===== src/rtl/pcseq_pkg.sv =====
// shared constants for the PC sequencer; only the 63 opcodes listed here are known, all others trap
`default_nettype none

package pcseq_pkg;

	// ==================================================
	// widths and reset state
	// ==================================================

	// the PC carries the program bank in bits 23:16
	localparam int PC_W = 24;
	// operand bytes, the byte after the opcode sits in bits 7:0
	localparam int OPND_W = 24;
	// instruction length code as produced by the length table
	localparam int INC_W = 4;
	localparam logic [PC_W-1:0] RESET_PC = 24'h00_E000;

	// ==================================================
	// instruction classes
	// ==================================================

	localparam int CLS_W = 3;
	localparam logic [CLS_W-1:0] CLS_SEQ = 3'd0;
	localparam logic [CLS_W-1:0] CLS_MODE = 3'd1;
	localparam logic [CLS_W-1:0] CLS_BRANCH = 3'd2;
	localparam logic [CLS_W-1:0] CLS_BRL = 3'd3;
	localparam logic [CLS_W-1:0] CLS_JMP = 3'd4;
	localparam logic [CLS_W-1:0] CLS_JML = 3'd5;
	localparam logic [CLS_W-1:0] CLS_TRAP = 3'd6;

	// branch condition select, the low three bits are opcode bits 7:5
	// bits 2:1 pick the flag (n, v, c, z) and bit 0 is the value that takes the branch
	localparam int COND_W = 4;
	// BRA shares opcode bits 7:5 with BCC, so it gets its own code
	localparam logic [COND_W-1:0] COND_ALWAYS = 4'b1000;

	// ==================================================
	// opcodes
	// ==================================================

	// flow changes that the sequencer cannot finish and hands off as traps
	localparam logic [7:0] op_brk = 8'h00;
	localparam logic [7:0] op_jsr = 8'h20;
	localparam logic [7:0] op_jsl = 8'h22;
	localparam logic [7:0] op_rti = 8'h40;
	localparam logic [7:0] op_rts = 8'h60;
	localparam logic [7:0] op_rtl = 8'h6B;
	localparam logic [7:0] op_jmp_ind = 8'h6C;
	localparam logic [7:0] op_jmp_indx = 8'h7C;
	localparam logic [7:0] op_jsr_indx = 8'hFC;
	// relative branches
	localparam logic [7:0] op_bpl = 8'h10;
	localparam logic [7:0] op_bmi = 8'h30;
	localparam logic [7:0] op_bvc = 8'h50;
	localparam logic [7:0] op_bvs = 8'h70;
	localparam logic [7:0] op_bra = 8'h80;
	localparam logic [7:0] op_brl = 8'h82;
	localparam logic [7:0] op_bcc = 8'h90;
	localparam logic [7:0] op_bcs = 8'hB0;
	localparam logic [7:0] op_bne = 8'hD0;
	localparam logic [7:0] op_beq = 8'hF0;
	// absolute jumps and the width mode changes
	localparam logic [7:0] op_jmp = 8'h4C;
	localparam logic [7:0] op_jml = 8'h5C;
	localparam logic [7:0] op_rep = 8'hC2;
	localparam logic [7:0] op_sep = 8'hE2;
	// single byte implied instructions
	localparam logic [7:0] op_clc = 8'h18;
	localparam logic [7:0] op_sec = 8'h38;
	localparam logic [7:0] op_sei = 8'h78;
	localparam logic [7:0] op_clv = 8'hB8;
	localparam logic [7:0] op_sed = 8'hF8;
	localparam logic [7:0] op_tax = 8'hAA;
	localparam logic [7:0] op_txa = 8'h8A;
	localparam logic [7:0] op_tay = 8'hA8;
	localparam logic [7:0] op_tya = 8'h98;
	localparam logic [7:0] op_inx = 8'hE8;
	localparam logic [7:0] op_dex = 8'hCA;
	localparam logic [7:0] op_iny = 8'hC8;
	localparam logic [7:0] op_dey = 8'h88;
	localparam logic [7:0] op_ina = 8'h1A;
	localparam logic [7:0] op_dea = 8'h3A;
	localparam logic [7:0] op_nop = 8'hEA;
	localparam logic [7:0] op_wai = 8'hCB;
	localparam logic [7:0] op_stp = 8'hDB;
	localparam logic [7:0] op_asl_acc = 8'h0A;
	localparam logic [7:0] op_lsr_acc = 8'h4A;
	localparam logic [7:0] op_pha = 8'h48;
	localparam logic [7:0] op_pla = 8'h68;
	localparam logic [7:0] op_phy = 8'h5A;
	localparam logic [7:0] op_ply = 8'h7A;
	// immediates sized by the m bit
	localparam logic [7:0] op_lda_imm = 8'hA9;
	localparam logic [7:0] op_adc_imm = 8'h69;
	localparam logic [7:0] op_sbc_imm = 8'hE9;
	localparam logic [7:0] op_cmp_imm = 8'hC9;
	localparam logic [7:0] op_and_imm = 8'h29;
	localparam logic [7:0] op_ora_imm = 8'h09;
	localparam logic [7:0] op_eor_imm = 8'h49;
	localparam logic [7:0] op_bit_imm = 8'h89;
	// immediates sized by the x bit
	localparam logic [7:0] op_ldx_imm = 8'hA2;
	localparam logic [7:0] op_ldy_imm = 8'hA0;
	localparam logic [7:0] op_cpx_imm = 8'hE0;
	localparam logic [7:0] op_cpy_imm = 8'hC0;
	// direct page and absolute memory operands
	localparam logic [7:0] op_lda_zp = 8'hA5;
	localparam logic [7:0] op_sta_zp = 8'h85;
	localparam logic [7:0] op_lda_abs = 8'hAD;
	localparam logic [7:0] op_sta_abs = 8'h8D;

endpackage

`default_nettype wire


===== src/rtl/flow_execute.sv =====
// execute stage; next PC is combinational, traps hold the PC, only the width bits are registered
`timescale 1ns/1ps
`default_nettype none

module flow_execute (
	input wire clk,
	input wire rst,
	input wire d_valid,
	input wire [pcseq_pkg::CLS_W-1:0] d_class,
	input wire [pcseq_pkg::COND_W-1:0] d_cond,
	input wire [pcseq_pkg::INC_W-1:0] d_inc,
	input wire [pcseq_pkg::OPND_W-1:0] d_operand,
	input wire d_flag_n,
	input wire d_flag_v,
	input wire d_flag_z,
	input wire d_flag_c,
	input wire [pcseq_pkg::PC_W-1:0] pc,
	output logic m_bit,
	output logic x_bit,
	output logic [pcseq_pkg::PC_W-1:0] next_pc,
	output logic does_retire,
	output logic does_trap
);

	logic m_reg;
	logic x_reg;
	logic is_mode;
	logic m_next;
	logic x_next;
	logic flag;
	logic taken;
	logic [pcseq_pkg::PC_W-1:0] seq_pc;
	logic [pcseq_pkg::PC_W-1:0] br_off;
	logic [pcseq_pkg::PC_W-1:0] brl_off;

	// ==================================================
	// width mode bits
	// ==================================================

	assign is_mode = d_valid && (d_class == pcseq_pkg::CLS_MODE);
	// d_cond bit 0 is opcode bit 5, high for SEP and low for REP
	assign m_next = d_cond[0] ? (m_reg | d_operand[5]) : (m_reg & ~d_operand[5]);
	assign x_next = d_cond[0] ? (x_reg | d_operand[4]) : (x_reg & ~d_operand[4]);

	// forwarded so that an immediate strobed right behind a SEP or REP sizes correctly
	assign m_bit = is_mode ? m_next : m_reg;
	assign x_bit = is_mode ? x_next : x_reg;

	// both bits come up set, i.e. 8-bit accumulator and index
	always_ff @(posedge clk) begin
		if (rst) begin
			m_reg <= 1'b1;
			x_reg <= 1'b1;
		end else if (is_mode) begin
			m_reg <= m_next;
			x_reg <= x_next;
		end
	end

	// ==================================================
	// branch condition and target
	// ==================================================

	// bits 2:1 pick n, v, c or z and bit 0 is the level that takes the branch
	always_comb begin
		case (d_cond[2:1])
		2'b00: flag = d_flag_n;
		2'b01: flag = d_flag_v;
		2'b10: flag = d_flag_c;
		default: flag = d_flag_z;
		endcase
	end
	assign taken = d_cond[3] || (flag == d_cond[0]);

	assign seq_pc = pc + {{(pcseq_pkg::PC_W - pcseq_pkg::INC_W){1'b0}}, d_inc};
	assign br_off = {{(pcseq_pkg::PC_W - 8){d_operand[7]}}, d_operand[7:0]};
	assign brl_off = {{(pcseq_pkg::PC_W - 16){d_operand[15]}}, d_operand[15:0]};

	always_comb begin
		case (d_class)
		pcseq_pkg::CLS_BRANCH: next_pc = taken ? seq_pc + br_off : seq_pc;
		pcseq_pkg::CLS_BRL: next_pc = seq_pc + brl_off;
		// JMP stays in the current program bank
		pcseq_pkg::CLS_JMP: next_pc = {pc[pcseq_pkg::PC_W-1:16], d_operand[15:0]};
		pcseq_pkg::CLS_JML: next_pc = d_operand[pcseq_pkg::PC_W-1:0];
		pcseq_pkg::CLS_TRAP: next_pc = pc;
		default: next_pc = seq_pc;
		endcase
	end

	assign does_trap = d_valid && (d_class == pcseq_pkg::CLS_TRAP);
	assign does_retire = d_valid && (d_class != pcseq_pkg::CLS_TRAP);

endmodule

`default_nettype wire


===== src/rtl/opcode_decode.sv =====
// decode stage; one instruction per strobe, no back-pressure, registered outputs valid one cycle
`timescale 1ns/1ps
`default_nettype none

module opcode_decode (
	input wire clk,
	input wire rst,
	input wire instr_valid,
	input wire [7:0] opcode,
	input wire [pcseq_pkg::OPND_W-1:0] operand,
	input wire flag_n,
	input wire flag_v,
	input wire flag_z,
	input wire flag_c,
	input wire [3:0] suppress_pcinc,
	input wire m_bit,
	input wire x_bit,
	output logic [pcseq_pkg::INC_W-1:0] inc,
	output logic d_valid,
	output logic [pcseq_pkg::CLS_W-1:0] d_class,
	output logic [pcseq_pkg::COND_W-1:0] d_cond,
	output logic [pcseq_pkg::INC_W-1:0] d_inc,
	output logic [pcseq_pkg::OPND_W-1:0] d_operand,
	output logic d_flag_n,
	output logic d_flag_v,
	output logic d_flag_z,
	output logic d_flag_c
);

	logic [pcseq_pkg::INC_W-1:0] raw_inc;
	logic [pcseq_pkg::CLS_W-1:0] cls;
	logic [pcseq_pkg::COND_W-1:0] cond;

	// the length that goes with the instruction, suppression applied
	pcinc8 u_len (
		.opcode(opcode),
		.suppress_pcinc(suppress_pcinc),
		.m_bit(m_bit),
		.x_bit(x_bit),
		.inc(inc)
	);

	// second lookup without suppression, a zero here marks an opcode the table does not know
	pcinc8 u_len_raw (
		.opcode(opcode),
		.suppress_pcinc(4'hF),
		.m_bit(m_bit),
		.x_bit(x_bit),
		.inc(raw_inc)
	);

	// ==================================================
	// class and condition mapping
	// ==================================================

	always_comb begin
		// opcode bits 7:5 also tell SEP (bit 5 set) from REP for the mode class
		cond = {1'b0, opcode[7:5]};
		case (opcode)
		pcseq_pkg::op_brk, pcseq_pkg::op_jsr, pcseq_pkg::op_jsl,
		pcseq_pkg::op_rti, pcseq_pkg::op_rts, pcseq_pkg::op_rtl,
		pcseq_pkg::op_jmp_ind, pcseq_pkg::op_jmp_indx, pcseq_pkg::op_jsr_indx:
			cls = pcseq_pkg::CLS_TRAP;
		pcseq_pkg::op_sep, pcseq_pkg::op_rep:
			cls = pcseq_pkg::CLS_MODE;
		pcseq_pkg::op_bpl, pcseq_pkg::op_bmi, pcseq_pkg::op_bvc,
		pcseq_pkg::op_bvs, pcseq_pkg::op_bcc, pcseq_pkg::op_bcs,
		pcseq_pkg::op_bne, pcseq_pkg::op_beq:
			cls = pcseq_pkg::CLS_BRANCH;
		pcseq_pkg::op_bra: begin
			cls = pcseq_pkg::CLS_BRANCH;
			cond = pcseq_pkg::COND_ALWAYS;
		end
		pcseq_pkg::op_brl:
			cls = pcseq_pkg::CLS_BRL;
		pcseq_pkg::op_jmp:
			cls = pcseq_pkg::CLS_JMP;
		pcseq_pkg::op_jml:
			cls = pcseq_pkg::CLS_JML;
		default:
			cls = (raw_inc == '0) ? pcseq_pkg::CLS_TRAP : pcseq_pkg::CLS_SEQ;
		endcase
	end

	// the strobe flag is the only control state here
	always_ff @(posedge clk) begin
		if (rst)
			d_valid <= 1'b0;
		else
			d_valid <= instr_valid;
	end

	// payload is captured on each strobe and otherwise left alone
	always_ff @(posedge clk) begin
		if (instr_valid) begin
			d_class <= cls;
			d_cond <= cond;
			d_inc <= inc;
			d_operand <= operand;
			d_flag_n <= flag_n;
			d_flag_v <= flag_v;
			d_flag_z <= flag_z;
			d_flag_c <= flag_c;
		end
	end

endmodule

`default_nettype wire


===== src/rtl/pc_result.sv =====
// result stage; PC changes only on retire, the 16-bit retire counter wraps silently
`timescale 1ns/1ps
`default_nettype none

module pc_result (
	input wire clk,
	input wire rst,
	input wire [pcseq_pkg::PC_W-1:0] next_pc,
	input wire does_retire,
	input wire does_trap,
	output logic [pcseq_pkg::PC_W-1:0] pc,
	output logic retire,
	output logic trap,
	output logic [15:0] retired_count
);

	// a trap leaves the PC where it is so the handler sees the faulting address
	always_ff @(posedge clk) begin
		if (rst)
			pc <= pcseq_pkg::RESET_PC;
		else if (does_retire)
			pc <= next_pc;
	end

	// one cycle pulses, lined up with the PC load
	always_ff @(posedge clk) begin
		if (rst) begin
			retire <= 1'b0;
			trap <= 1'b0;
		end else begin
			retire <= does_retire;
			trap <= does_trap;
		end
	end

	// traps are not counted
	always_ff @(posedge clk) begin
		if (rst)
			retired_count <= 16'd0;
		else if (does_retire)
			retired_count <= retired_count + 16'd1;
	end

endmodule

`default_nettype wire


===== src/rtl/pc_sequencer.sv =====
// PC sequencer top; two instructions in flight at most, m_bit and x_bit are the forwarded values
`timescale 1ns/1ps
`default_nettype none

module pc_sequencer (
	input wire clk,
	input wire rst,
	input wire instr_valid,
	input wire [7:0] opcode,
	input wire [pcseq_pkg::OPND_W-1:0] operand,
	input wire flag_n,
	input wire flag_v,
	input wire flag_z,
	input wire flag_c,
	input wire [3:0] suppress_pcinc,
	output logic [pcseq_pkg::PC_W-1:0] pc,
	output logic [pcseq_pkg::INC_W-1:0] inc,
	output logic m_bit,
	output logic x_bit,
	output logic retire,
	output logic trap,
	output logic [15:0] retired_count
);

	// decode to execute
	logic d_valid;
	logic [pcseq_pkg::CLS_W-1:0] d_class;
	logic [pcseq_pkg::COND_W-1:0] d_cond;
	logic [pcseq_pkg::INC_W-1:0] d_inc;
	logic [pcseq_pkg::OPND_W-1:0] d_operand;
	logic d_flag_n;
	logic d_flag_v;
	logic d_flag_z;
	logic d_flag_c;
	// execute to result
	logic [pcseq_pkg::PC_W-1:0] next_pc;
	logic does_retire;
	logic does_trap;

	opcode_decode u_decode (
		.clk(clk), .rst(rst), .instr_valid(instr_valid),
		.opcode(opcode), .operand(operand),
		.flag_n(flag_n), .flag_v(flag_v), .flag_z(flag_z), .flag_c(flag_c),
		.suppress_pcinc(suppress_pcinc), .m_bit(m_bit), .x_bit(x_bit),
		.inc(inc), .d_valid(d_valid), .d_class(d_class), .d_cond(d_cond),
		.d_inc(d_inc), .d_operand(d_operand),
		.d_flag_n(d_flag_n), .d_flag_v(d_flag_v), .d_flag_z(d_flag_z), .d_flag_c(d_flag_c)
	);

	// width bits loop back into decode for the next instruction's length
	flow_execute u_execute (
		.clk(clk), .rst(rst), .d_valid(d_valid), .d_class(d_class), .d_cond(d_cond),
		.d_inc(d_inc), .d_operand(d_operand),
		.d_flag_n(d_flag_n), .d_flag_v(d_flag_v), .d_flag_z(d_flag_z), .d_flag_c(d_flag_c),
		.pc(pc), .m_bit(m_bit), .x_bit(x_bit), .next_pc(next_pc),
		.does_retire(does_retire), .does_trap(does_trap)
	);

	pc_result u_result (
		.clk(clk), .rst(rst), .next_pc(next_pc),
		.does_retire(does_retire), .does_trap(does_trap),
		.pc(pc), .retire(retire), .trap(trap), .retired_count(retired_count)
	);

endmodule

`default_nettype wire


===== src/rtl/pcinc8.sv =====
// instruction length table; length is 0 for PC-loading flow changes, unknown opcodes and suppression
`timescale 1ns/1ps
`default_nettype none

module pcinc8 (
	input wire [7:0] opcode,
	input wire [3:0] suppress_pcinc,
	input wire m_bit,
	input wire x_bit,
	output logic [pcseq_pkg::INC_W-1:0] inc
);

	// fully combinational, m_bit and x_bit only matter for the immediate groups
	always_comb begin
		inc = 4'd0;
		// any cleared suppression bit means fetch already stepped over the bytes
		if (suppress_pcinc == 4'hF) begin
			case (opcode)
			pcseq_pkg::op_sep, pcseq_pkg::op_rep:
				inc = 4'd2;
			// short branches carry one displacement byte
			pcseq_pkg::op_bpl, pcseq_pkg::op_bmi, pcseq_pkg::op_bvc,
			pcseq_pkg::op_bvs, pcseq_pkg::op_bcc, pcseq_pkg::op_bcs,
			pcseq_pkg::op_bne, pcseq_pkg::op_beq, pcseq_pkg::op_bra:
				inc = 4'd2;
			pcseq_pkg::op_brl:
				inc = 4'd3;
			pcseq_pkg::op_clc, pcseq_pkg::op_sec, pcseq_pkg::op_sei,
			pcseq_pkg::op_clv, pcseq_pkg::op_sed:
				inc = 4'd1;
			pcseq_pkg::op_tax, pcseq_pkg::op_txa, pcseq_pkg::op_tay,
			pcseq_pkg::op_tya:
				inc = 4'd1;
			pcseq_pkg::op_inx, pcseq_pkg::op_dex, pcseq_pkg::op_iny,
			pcseq_pkg::op_dey, pcseq_pkg::op_ina, pcseq_pkg::op_dea:
				inc = 4'd1;
			pcseq_pkg::op_nop, pcseq_pkg::op_stp, pcseq_pkg::op_wai:
				inc = 4'd1;
			// these load the PC themselves so nothing is added
			pcseq_pkg::op_brk, pcseq_pkg::op_jmp, pcseq_pkg::op_jml,
			pcseq_pkg::op_jmp_ind, pcseq_pkg::op_jmp_indx,
			pcseq_pkg::op_rts, pcseq_pkg::op_rtl, pcseq_pkg::op_rti,
			pcseq_pkg::op_jsr, pcseq_pkg::op_jsr_indx, pcseq_pkg::op_jsl:
				inc = 4'd0;
			// an 8-bit accumulator takes one immediate byte, 16-bit takes two
			pcseq_pkg::op_lda_imm, pcseq_pkg::op_adc_imm, pcseq_pkg::op_sbc_imm,
			pcseq_pkg::op_cmp_imm, pcseq_pkg::op_and_imm, pcseq_pkg::op_ora_imm,
			pcseq_pkg::op_eor_imm, pcseq_pkg::op_bit_imm:
				inc = m_bit ? 4'd2 : 4'd3;
			pcseq_pkg::op_ldx_imm, pcseq_pkg::op_ldy_imm, pcseq_pkg::op_cpx_imm,
			pcseq_pkg::op_cpy_imm:
				inc = x_bit ? 4'd2 : 4'd3;
			pcseq_pkg::op_lda_zp, pcseq_pkg::op_sta_zp:
				inc = 4'd2;
			pcseq_pkg::op_lda_abs, pcseq_pkg::op_sta_abs:
				inc = 4'd3;
			pcseq_pkg::op_asl_acc, pcseq_pkg::op_lsr_acc:
				inc = 4'd1;
			pcseq_pkg::op_pha, pcseq_pkg::op_pla, pcseq_pkg::op_phy,
			pcseq_pkg::op_ply:
				inc = 4'd1;
			// unimplemented opcode, decode turns this into a trap
			default:
				inc = 4'd0;
			endcase
		end
	end

endmodule

`default_nettype wire


===== config.mk =====
export PLATFORM = sky130hd
export DESIGN_NAME = pc_sequencer
export DESIGN_NICKNAME = d
export VERILOG_FILES = /design/src/rtl/pcseq_pkg.sv /design/src/rtl/flow_execute.sv /design/src/rtl/opcode_decode.sv /design/src/rtl/pc_result.sv /design/src/rtl/pc_sequencer.sv /design/src/rtl/pcinc8.sv
export SDC_FILE = /design/constraint.sdc
export NUM_CORES = 1
export LEC_CHECK = 0
export BUFFER_PORTS_ARGS = -buffer_cell sky130_fd_sc_hd__buf_2
export CORE_ASPECT_RATIO = 1.25
export CORE_MARGIN = 5
export CORE_UTILIZATION = 28
export CTS_CLUSTER_DIAMETER = 120
export DETAILED_ROUTE_END_ITERATION = 6
export PLACE_DENSITY = 0.48
export RECOVER_POWER = 50
export SLEW_MARGIN = 10
export SYNTH_ARGS = -nofsm -noshare
export SYNTH_HDL_FRONTEND = slang
export SYNTH_SLANG_ARGS = --single-unit

===== constraint.sdc =====
create_clock -name clk -period 4.05 [get_ports clk]
set_input_delay 0.405 -clock clk [delete_from_list [all_inputs] [get_ports clk]]
set_output_delay 0.405 -clock clk [all_outputs]
set_load 0.1 [all_outputs]

# [Yosys cells after proc, flatten, opt, wreduce, memory -nomap -nowiden]
# Index checks and enable logic that the tools add are counted.
[op_classes] bitwise_logic=8 add_sub_neg=4 muxes=14 n_eq_ne=73 n_reduce_logical=17
[op_table] operator="$eq 8x8->1 const B" n=34
[op_table] operator="$eq 8x7->1 const B" n=17
[op_table] operator="$pmux 24 s5" n=1
[op_table] operator="$add 24x24->24" n=2
[op_table] operator="$eq 8x6->1 const B" n=6
[op_table] operator="$add 24x4->24" n=1
[op_table] operator="$eq 8x5->1 const B" n=3
[op_table] operator="$mux 24" n=1
[op_table] operator="$reduce_or 24->1" n=1
[op_table] operator="$pmux 3 s6" n=1
[op_table] operator="$reduce_or 9->1" n=2
[op_table] operator="$add 16x1->16 const B" n=1
[op_table] operator="$eq 8x4->1 const B" n=2
[op_table] operator="$reduce_or 13->1" n=1
[op_table] operator="$pmux 2 s5" n=1
[op_table] operator="$eq 3x3->1 const B" n=3
[op_table] operator="$logic_not 8->1" n=1
[op_table] operator="$reduce_or 8->1" n=1
[op_table] operator="$eq 3x2->1 const B" n=2
[op_table] operator="$mux 1" n=6
[op_table] operator="$eq 4x4->1 const B" n=1
[op_table] operator="$logic_not 4->1" n=1
[op_table] operator="$mux 4" n=1
[op_table] operator="$not 1->1" n=4
[op_table] operator="18 further kinds" n=22
[totals] out_inout_bits=48 register_bits=84

# [Longest topological paths before layout]
# Gate-level depths: netlist of run 1.
[logic_depth] ltp_word=9 depth_mapped=16

# [By module]
# A second synthesis of run 1 with hierarchy kept.
[hier_totals] hier_cells=823 area_unflattened_um2=7159.4
[modules_own_cells] module="flow_execute" area_per_inst_um2=3577.2 cells_per_inst=493 instances=1 seq_area_each_um2=40.0
[modules_own_cells] module="pc_result" area_per_inst_um2=1631.6 cells_per_inst=166 instances=1 seq_area_each_um2=840.8
[modules_own_cells] module="opcode_decode" area_per_inst_um2=1405.1 cells_per_inst=74 instances=1 seq_area_each_um2=1191.1
[modules_own_cells] module="pcinc8" area_per_inst_um2=272.8 cells_per_inst=45 instances=2 seq_area_each_um2=0.0

# [Worst setup path before layout of run 1]
# No wires, ideal clock.
[synth_timing] path_kind="register to register" startpoint="register u_result.pc[0] (netlist bit)" endpoint="register u_result.pc[23] (netlist bit)" path_stages_with_launch=16 arrival_ns=4.157 setup_slack_ns=-0.187 path_buffers=0 cell_sequence="dfxtp_1 -> ha_1 -> fa_1 -> and3_1 -> nand4_1 -> nor3_1 -> xor2_1 -> ha_1 -> a21oi_1 -> o21ai_0 -> a21oi_1 -> o21bai_1 -> o41a_1 -> xnor2_1 -> o21a_1 -> a211oi_2"
[synth_between] elab_chain_len=4 word_cells_on_any_way=5 classes_between="add/sub (3); mux (2)"
[synth_lines] item="start: declaration" line="pc_result.sv:11" rtl="output logic [pcseq_pkg::PC_W-1:0] pc,"
[synth_lines] item="start signal: assignment" line="pc_result.sv:20" rtl="pc <= pcseq_pkg::RESET_PC;"
[synth_lines] item="start signal: assignment" line="pc_result.sv:22" rtl="pc <= next_pc;"
[synth_lines] item="$add 24x4->24 *" line="flow_execute.sv:75" rtl="assign seq_pc = pc + {{(pcseq_pkg::PC_W - pcseq_pkg::INC_W){1'b0}}, d_inc};"
[synth_lines] item="$add 24x24->24" line="flow_execute.sv:81" rtl="pcseq_pkg::CLS_BRANCH: next_pc = taken ? seq_pc + br_off : seq_pc;"
[synth_lines] item="$mux 24" line="flow_execute.sv:81"
[synth_lines] item="$pmux 24 s5 *" line="flow_execute.sv:80" rtl="case (d_class)"
# Every way passes the cells marked *; elsewhere a longest branch is shown, timed or not.
# A chain may end at the register's enable or synchronous reset.

# [Worst setup path after layout of run 1]
[layout_timing] startpoint="register u_decode.d_inc[0] (netlist bit)" endpoint="register u_result.pc[22] (netlist bit)"
[layout_between] elab_chain_len=4 word_cells_on_any_way=5 classes_between="add/sub (3); mux (2)"
[layout_lines] item="start: declaration" line="opcode_decode.sv:22" rtl="output logic [pcseq_pkg::INC_W-1:0] d_inc,"
[layout_lines] item="start signal: assignment" line="opcode_decode.sv:98" rtl="d_inc <= inc;"
[layout_lines] item="$add 24x4->24 *" line="flow_execute.sv:75"
[layout_lines] item="$add 24x24->24" line="flow_execute.sv:81"
[layout_lines] item="$mux 24" line="flow_execute.sv:81"
[layout_lines] item="$pmux 24 s5 *" line="flow_execute.sv:80"
# Marks and branches as above.

==> flow_summary.ini, run 1 <==
[run_status]
outcome = complete, but fails checks
violations = capacitance limit, slew limit

[detailed_routing]
avgRoutedWirePerCell_um = 17.7
vias = 5911
via_per_inst = 5.26
route.detailed.drc = 0
dr.pass1.iters = 5
drt_iter0_drc = 305
wirelength_um = 19900
detail-route-antenna-nets = 0

[floorplanning]
core_area_um2 = 22200
chipHeight_um = 178
placementRows = 61
dieArea_um2 = 25600
start_util_pct = 28.3
pin_count = 91
die_w_um = 144

[worst_setup_path]
critPathArrivalTime_ns = 4.19
critical_path_class = reg -> reg
required_ns = 4.31
worst_setup_path_end_kind = flip-flop
cp_max_fo = 6
startpoint_type = flip-flop
crit_slowest_cell = or4b_1
cp_cell_sequence = ha_1 > fa_1 > and3_1 > nand4_1 > buf_4 > nor2_1 > xor2_2 > ha_2 > and2_1 > nand3_1 > o31ai_1 > o21ai_1 > or4b_1 > a311o_1 > o211ai_1
slowest_delay_ns = 0.51

[timing]
setup_viol = 0
worst_pin_slew_ns = 2.06
finalHoldViolCount = 0
slew_violations = 39
slew_headroom_pct = -37.2
fmax_ghz = 0.254
fin_crit_ns = 3.93
rsz0062_at_grt = yes
finalCritPeriodShare_pct = 97.2
fin_skew_ns = 0.0129

[clocking]
cts_sinks = 82
cts-root-buf = clkbuf_16
hold_buffers = 0
clk_pin_slew_worst_paths_ns = 0.07
htreeDepth = 3
clock_latency_ns = 0.34
clockBufferDepth = 2
cts_made_buffers = 9
cts_tree = yes

[synthesis]
synthCells = 740
synth_top_area_share_pct = 17.7
yosysUniqueCellTypes = 82
ys_top_cells_by_area = edfxtp_1, dfxtp_1, ha_1, xnor2_1, a21oi_1
synth_top_family_by_area = compound AO/OA/AOI/OAI gates
yosys.cell_count.top_type = nor2_1
yosys.area_share.simple_pct = 22.2
synth.area.mux_share_pct = 1.35
syn_area_um2 = 6280
yosysSeqAreaShare_pct = 32.0
ys.flop_type = dfxtp_1
synth_top_area_cell = edfxtp_1
synth_common_cells = nor2_1, a21oi_1, nand2_1
yosys.area_share.adder_pct = 9.00
synthArstFlopShare_pct = 0
yosysWarnings = 0
synth-seq-cells = 82
synth_compound_area_share_pct = 23.4
synth-edff-count = 37
synth-xor-area-share_pct = 8.64
avgSynthCellArea_um2 = 8.49

[min_path]
hold_class = in -> reg

[global_route]
grt_overflow = 0
grt_max_degree = 39
use_met1_pct = 19.5
antenna_found_initial = 2
met3_usage_pct = 2.32
grt_usage_pct = 15.3
grt_pass1_vias = 5685
grt_pass1_wl_um = 31000
use_met2_pct = 26.1
busiest_layer = met2

[flow_run]
max_cap_viol_count = 1

[cells_and_area]
nets = 923
final_area_um2 = 7510
finalCoreUtilization_pct = 33.8
diodes = 0
syn_to_final_growth_pct = 19.4
drive_above_1_share_pct = 18.9
top_regs = u_decode.d_operand: 24 flops, u_result.pc: 24 flops, u_result.retired_count: 16 flops

[placement]
gp_congestion = 0.886
dpl-instance-area_um2 = 7160
numPortBuffers = 88
hpwlAfterDp_um = 15400

[power_and_ir_drop]
ir_drop_mv = 0.184
p_leak_nw = 3.03
p_per_area_nw_per_um2 = 357
## worst max-delay path: cells and delay by family (launching register included)
kind | cells | cell delay [ns]
XOR/XNOR | 1 | 0.17
AND/OR/NAND/NOR | 6 | 1.30
adder cells (fa/ha/maj) | 3 | 1.05
flip-flops | 1 | 0.37
buffers and inverters | 1 | 0.16
AO/OA/AOI/OAI | 4 | 0.79
## per-stage QoR
step           power [mW]  TNS [ns]  cells  worst slack [ns]  hold WS [ns]
2_1_floorplan        1.62         0    741           0.00459         0.468
3_3_place_gp         1.86         0   1106            0.0724         0.485
3_5_place_dp         1.86         0   1106            0.0516         0.491
4_1_cts              2.70         0   1122            0.0104         0.222
5_1_grt              2.82   -0.0941   1124           -0.0941         0.228
6_report             2.68         0   1124             0.115         0.232
## per-layer routing
metal | wire [um] | up-vias
li1 | - | 2946
met1 | 8730 | 2761
met2 | 9770 | 176
met3 | 1000 | 24
met4 | 383 | 4
met5 | 19 | -
## logic make-up (layout without fill, tap and decap cells)
| group | Yosys count | count (layout) |
|---|---|---|
| muxes | 7 | 7 |
| other | 1 | 2 |
| AOI/OAI and AO/OA | 209 | 209 |
| adders and majority gates | 44 | 44 |
| DFF | 82 | 82 |
| and+or+nand+nor | 282 | 282 |
| buffers and inverters | 53 | 153 |
| xor gates and xnor gates | 62 | 62 |
## area by class of cell
| type | instances | area [um^2] |
|---|---|---|
| multi-input combinational | 606 | 4110 |
| fill | 2321 | 14700 |
| tap | 283 | 354 |
| clock inverter | 4 | 33.8 |
| clock buffer | 12 | 268 |
| sequential | 82 | 2020 |
| timing repair buffer | 119 | 656 |
| inverter | 18 | 67.6 |
## report_power, final
| part | total [mW] | internal (mW) | leakage [nW] | switching [mW] |
|---|---|---|---|---|
| clock | 0.830 | 0.475 | 0.145 | 0.355 |
| combinational | 0.885 | 0.304 | 2.16 | 0.581 |
| sequential | 0.964 | 0.919 | 0.728 | 0.0459 |
## path summary, 6_finish.rpt
path / slack, ns / cells after the start / from / end
min reg2reg: 0.51 / 2 / u_result.retired_count[8] / u_result.retired_count[8]
min: 0.23 / 1 / operand[10] / u_decode.d_operand[10]
max reg2reg: 0.12 / 15 / u_decode.d_inc[0] / u_result.pc[22]
max: 0.12 / 15 / u_decode.d_inc[0] / u_result.pc[22]
## layout by cell type (no fill, tap or decap), drive strengths merged, types with 6 or more instances in the layout
cell	count
buf	105
edfxtp	37
ha	42
o211ai	11
dfxtp	45
nand2b	11
clkbuf	26
a221oi	12
nand2	61
nor3	27
a211oi	11
a21o	18
nor2	83
o21ai	30
nor2b	9
xor2	25
o21bai	6
and2	6
inv	19
and3	15
nand3	27
or3	6
xnor2	37
nand4	14
a21oi	65
## repair_timing
item | 4_1_cts | 5_1_grt
setup endpoints to repair | 0 | 8
setup buffers | 0 | 2
resized for setup | 0 | 10
(Power assumes the default switching activity.)
==> run 2, diff against run 1 <==
BUFFER_PORTS_ARGS = -buffer_cell sky130_fd_sc_hd__clkbuf_2   (was -buffer_cell sky130_fd_sc_hd__buf_2)
==> flow_summary.ini, run 2 (synthesized netlist as in run 1, its figures left out) <==
[cells_and_area]
nets = 926
final_common_cell = nor2_1
multi_input_area_um2 = 4120
fill_cells = 2305
regArea_um2 = 2020
final_cell_mix = nor2_1, clkbuf_2, a21oi_1, nand2_1
syn_to_final_growth_pct = 19.7
diodes = 0
drive_above_1_share_pct = 19.1
fin_cells = 1127
top_regs = u_decode.d_operand: 24 flops, u_result.pc: 24 flops, u_result.retired_count: 16 flops

[min_path]
hold_class = in -> reg

[placement]
hpwlAfterDp_um = 15700
numPortBuffers = 88
dp_slack_ns = 0.0594
gp_congestion = 0.897
placedCellCount = 1109

[timing]
slew_headroom_pct = -40.8
fmax_ghz = 0.260
fin_hold_ws_ns = 0.229
slew_violations = 39
setup_ws_ns = 0.198
setup_viol = 0
fin_skew_ns = 0.0109
finalHoldViolCount = 0
worst_pin_slew_ns = 2.11
fin_crit_ns = 3.85
finalSetupTns_ns = 0
finalCritPeriodShare_pct = 95.1

[clocking]
htreeDepth = 3
clock_latency_ns = 0.35
cts_made_buffers = 9
cts_tree = yes
cts-root-buf = clkbuf_16
clockBufferDepth = 2
cts_sinks = 82
clk_pin_slew_worst_paths_ns = 0.07

[floorplanning]
placementRows = 61
die_w_um = 144
start_util_pct = 28.3
chipHeight_um = 178
core_area_um2 = 22200
pin_count = 91
dieArea_um2 = 25600

[worst_setup_path]
slowest_delay_ns = 0.42
required_ns = 4.31
cp_cell_sequence = ha_1 > fa_1 > and3_1 > nand4_1 > buf_4 > nor2_1 > xor2_2 > ha_1 > a21oi_1 > o21ai_0 > a21oi_1 > o21bai_1 > o41a_1 > xnor2_1 > o21a_1 > a211oi_2
critPathArrivalTime_ns = 4.11
cp_max_fo = 6
startpoint_type = flip-flop
crit_slowest_cell = fa_1
worst_setup_path_end_kind = flip-flop
critical_path_class = reg -> reg

[detailed_routing]
detail-route-antenna-nets = 0
via_per_inst = 5.27
route.detailed.drc = 0
dr.pass1.iters = 5
avgRoutedWirePerCell_um = 17.7
wirelength_um = 20000
drt_iter0_drc = 251
vias = 5939

[global_route]
grt_pass1_wl_um = 31900
grt_pass1_vias = 5900
grt_overflow = 0
grt_max_degree = 39
antenna_found_initial = 0
grt_usage_pct = 15.8

[power_and_ir_drop]
p_per_area_nw_per_um2 = 353
p_leak_nw = 3.04
ir_drop_mv = 0.167

[run_status]
outcome = complete, but fails checks
violations = capacitance limit, slew limit

[flow_run]
max_cap_viol_count = 1
==> run 2: changes by cell type in the layout (fill, tap and decap cells not counted), sizes merged <==
cell	change
buf	-72
clkbuf	+72
clkinv	+2
inv	+1
==> run 2: final timing paths <==
check	to	depth (start not counted)	slack, ns	startpoint
max	u_result.pc[23]	16	0.20	u_decode.d_inc[0]
min	u_decode.d_operand[3]	1	0.23	operand[3]
max reg2reg	u_result.pc[23]	16	0.20	u_decode.d_inc[0]
min reg2reg	u_result.retired_count[6]	2	0.50	u_result.retired_count[6]
==> run 2: area by class of cell <==
type	count	area share [%]
Inverter	18	0.898
Tap cell	283	4.71
Timing Repair Buffer	122	8.96
Multi-Input combinational cell	606	54.8
Clock inverter	7	0.832
Clock buffer	9	2.99
Sequential cell	82	26.8
==> run 2: power breakdown <==
group          internal [mW]  leakage (nW)  switching [mW]
combinational          0.310          2.17           0.585
sequential             0.918         0.728          0.0492
clock                  0.425         0.137           0.371
==> run 2: critical path: cells and delay by family (launching register included) <==
kind,cells,cell delay (ns)
fa+ha+maj,3,1.03
simple gates,3,0.44
xor+xnor,2,0.31
flops,1,0.37
compound gates,7,1.45
buf+inv,1,0.16
==> run 2: per-layer routing <==
metal | share of wire (%) | wire, um | global-route usage [%] | vias to the layer above
li1 | - | - | - | 2944
met1 | 44 | 8850 | 19.8 | 2811
met2 | 49 | 9800 | 27.3 | 151
met3 | 4.3 | 866 | 2.61 | 33
met4 | 2.4 | 481 | 4.83 | 0
met5 | 0 | 0 | 0 | -
==> run 2: per-stage QoR <==
step / total power, mW / util, % / area [um^2]
6_report: 2.66 / 33.9 / 7520
5_1_grt: 2.81 / 33.9 / 7520
4_1_cts: 2.67 / 33.6 / 7470
3_5_place_dp: 1.86 / 32.4 / 7190
3_3_place_gp: 1.87 / 32.4 / 7190
2_1_floorplan: 1.62 / - / 6290
==> run 2: what timing repair did <==
item	CTS	global route
gates resized for setup	0	11
buffers inserted	0	2
hold buffers	0	0
setup endpoints to repair	0	9
==> run 3, diff against run 2 <==
CORE_UTILIZATION = 40   (was 28)
PLACE_DENSITY = 0.62   (was 0.48)
==> flow_summary.ini, run 3 (synthesized netlist as in run 1, its figures left out) <==
[floorplanning]
pin_count = 91
dieArea_um2 = 18300
chipHeight_um = 150
placementRows = 51
core_area_um2 = 15500
die_w_um = 122
start_util_pct = 40.5

[timing]
finalHoldViolCount = 0
fmax_ghz = 0.256
slew_headroom_pct = -32.9
fin_crit_ns = 3.91
fin_skew_ns = 0.00959
finalSetupTns_ns = 0
finalCritPeriodShare_pct = 96.6
setup_ws_ns = 0.139
fin_hold_ws_ns = 0.222
slew_violations = 39
setup_viol = 0
worst_pin_slew_ns = 1.99

[detailed_routing]
drt_iter0_drc = 482
vias = 5920
via_per_inst = 5.69
avgRoutedWirePerCell_um = 17.7
wirelength_um = 18400
dr.pass1.iters = 5
detail-route-antenna-nets = 0
route.detailed.drc = 0

[cells_and_area]
diodes = 0
final_area_um2 = 7310
top_regs = u_decode.d_operand: 24 flops, u_result.pc: 24 flops, u_result.retired_count: 16 flops
final_cell_mix = nor2_1, clkbuf_2, a21oi_1, nand2_1
finalCoreUtilization_pct = 47.1
final_common_cell = nor2_1
syn_to_final_growth_pct = 16.3
drive_above_1_share_pct = 17.7
nets = 911

[min_path]
min_delay_path_depth = 1
holdCritStartpoint = operand[20]
holdPathEnd = u_decode.d_operand[20]
hold_class = in -> reg

[worst_setup_path]
required_ns = 4.33
worstRegToRegCells = 16
critPathArrivalTime_ns = 4.19
startpoint_type = flip-flop
r2r_end = u_result.pc[22]
cp_max_fo = 8
worst_setup_path_end_kind = flip-flop
critical_path_class = reg -> reg
r2r-start = u_decode.d_inc[0]
reg2reg_slack_ns = 0.14

[placement]
hpwlAfterDp_um = 14000
dp_slack_ns = 0.00760
numPortBuffers = 88
gp_congestion = 0.965
dpl-instance-area_um2 = 6980

[global_route]
grt_pass1_vias = 5774
grt_max_degree = 39
grt_overflow = 0
antenna_found_initial = 0
grt_pass1_wl_um = 29500
grt_usage_pct = 20.2

[clocking]
cts_sinks = 82
cts_made_buffers = 9
clk_pin_slew_worst_paths_ns = 0.07
clockBufferDepth = 2
cts-root-buf = clkbuf_16
htreeDepth = 3
clock_latency_ns = 0.35
cts_tree = yes

[run_status]
violations = capacitance limit, slew limit
outcome = complete, but fails checks

[power_and_ir_drop]
p_leak_nw = 2.97
p_per_area_nw_per_um2 = 362
ir_drop_mv = 0.195

[flow_run]
max_cap_viol_count = 1
==> run 3: critical path, cell delays in order, from the launching register on <==
cell and delay, ns:
edfxtp_1 0.36, ha_1 0.21, fa_1 0.42, and3_1 0.26, nand4_1 0.26, nor3_1 0.09
xor2_1 0.15, buf_4 0.16, ha_2 0.40, nand3_1 0.10, o2bb2ai_1 0.18, o41ai_2 0.12
o31ai_1 0.08, o21ai_0 0.15, or4b_1 0.51, a311o_1 0.29, o211ai_1 0.08
==> run 3: routing by layer <==
| layer | global-route usage (%) | part of all wire [%] | up-vias |
|---|---|---|---|
| met5 | 0 | 0 | - |
| met4 | 6.78 | 2.3 | 0 |
| met3 | 3.42 | 5.9 | 28 |
| met2 | 34.7 | 49 | 208 |
| met1 | 25.8 | 42 | 2758 |
| li1 | - | - | 2926 |
==> run 3: how the worst max path moves through the flow <==
stage	start	end	slack, ns	cells after the start
after floorplan	u_result.pc[7]	u_result.pc[23]	0.005	14
after global placement	u_decode.d_inc[1]	u_result.pc[18]	0.08	14
after detailed placement	u_decode.d_inc[1]	u_result.pc[20]	0.008	14
after CTS	u_decode.d_inc[1]	u_result.pc[20]	0.007	14
after global routing	u_result.pc[0]	u_result.pc[22]	-0.02	15
final	u_decode.d_inc[0]	u_result.pc[22]	0.14	16
==> run 3: power by group <==
group / internal [mW] / leakage (nW) / switching, mW / total (mW)
clock: 0.440 / 0.142 / 0.374 / 0.814
sequential: 0.919 / 0.728 / 0.0569 / 0.976
combinational: 0.292 / 2.10 / 0.562 / 0.855
total: 1.65 / 2.97 / 0.993 / 2.64
==> run 3: final cells by class <==
type | count | area [um^2]
fillers | 1507 | 8200
clock buffers | 10 | 239
flip-flops and latches | 82 | 2020
repair buffers | 107 | 566
well taps | 212 | 265
multi-input cells | 606 | 4110
clock inverters | 6 | 46.3
inverters | 18 | 67.6
==> run 3: per-stage QoR <==
| step | cells | power, mW |
|---|---|---|
| 6_report | 1041 | 2.64 |
| 5_1_grt | 1041 | 2.77 |
| 4_1_cts | 1038 | 2.65 |
| 3_5_place_dp | 1022 | 1.83 |
| 3_3_place_gp | 1022 | 1.83 |
| 2_1_floorplan | 741 | 1.62 |
==> run 3: repair_timing <==
item                       CTS  global route
setup endpoints to repair    0             7
hold buffers                 0             0
buffers inserted             0             3
gates resized for setup      0             8
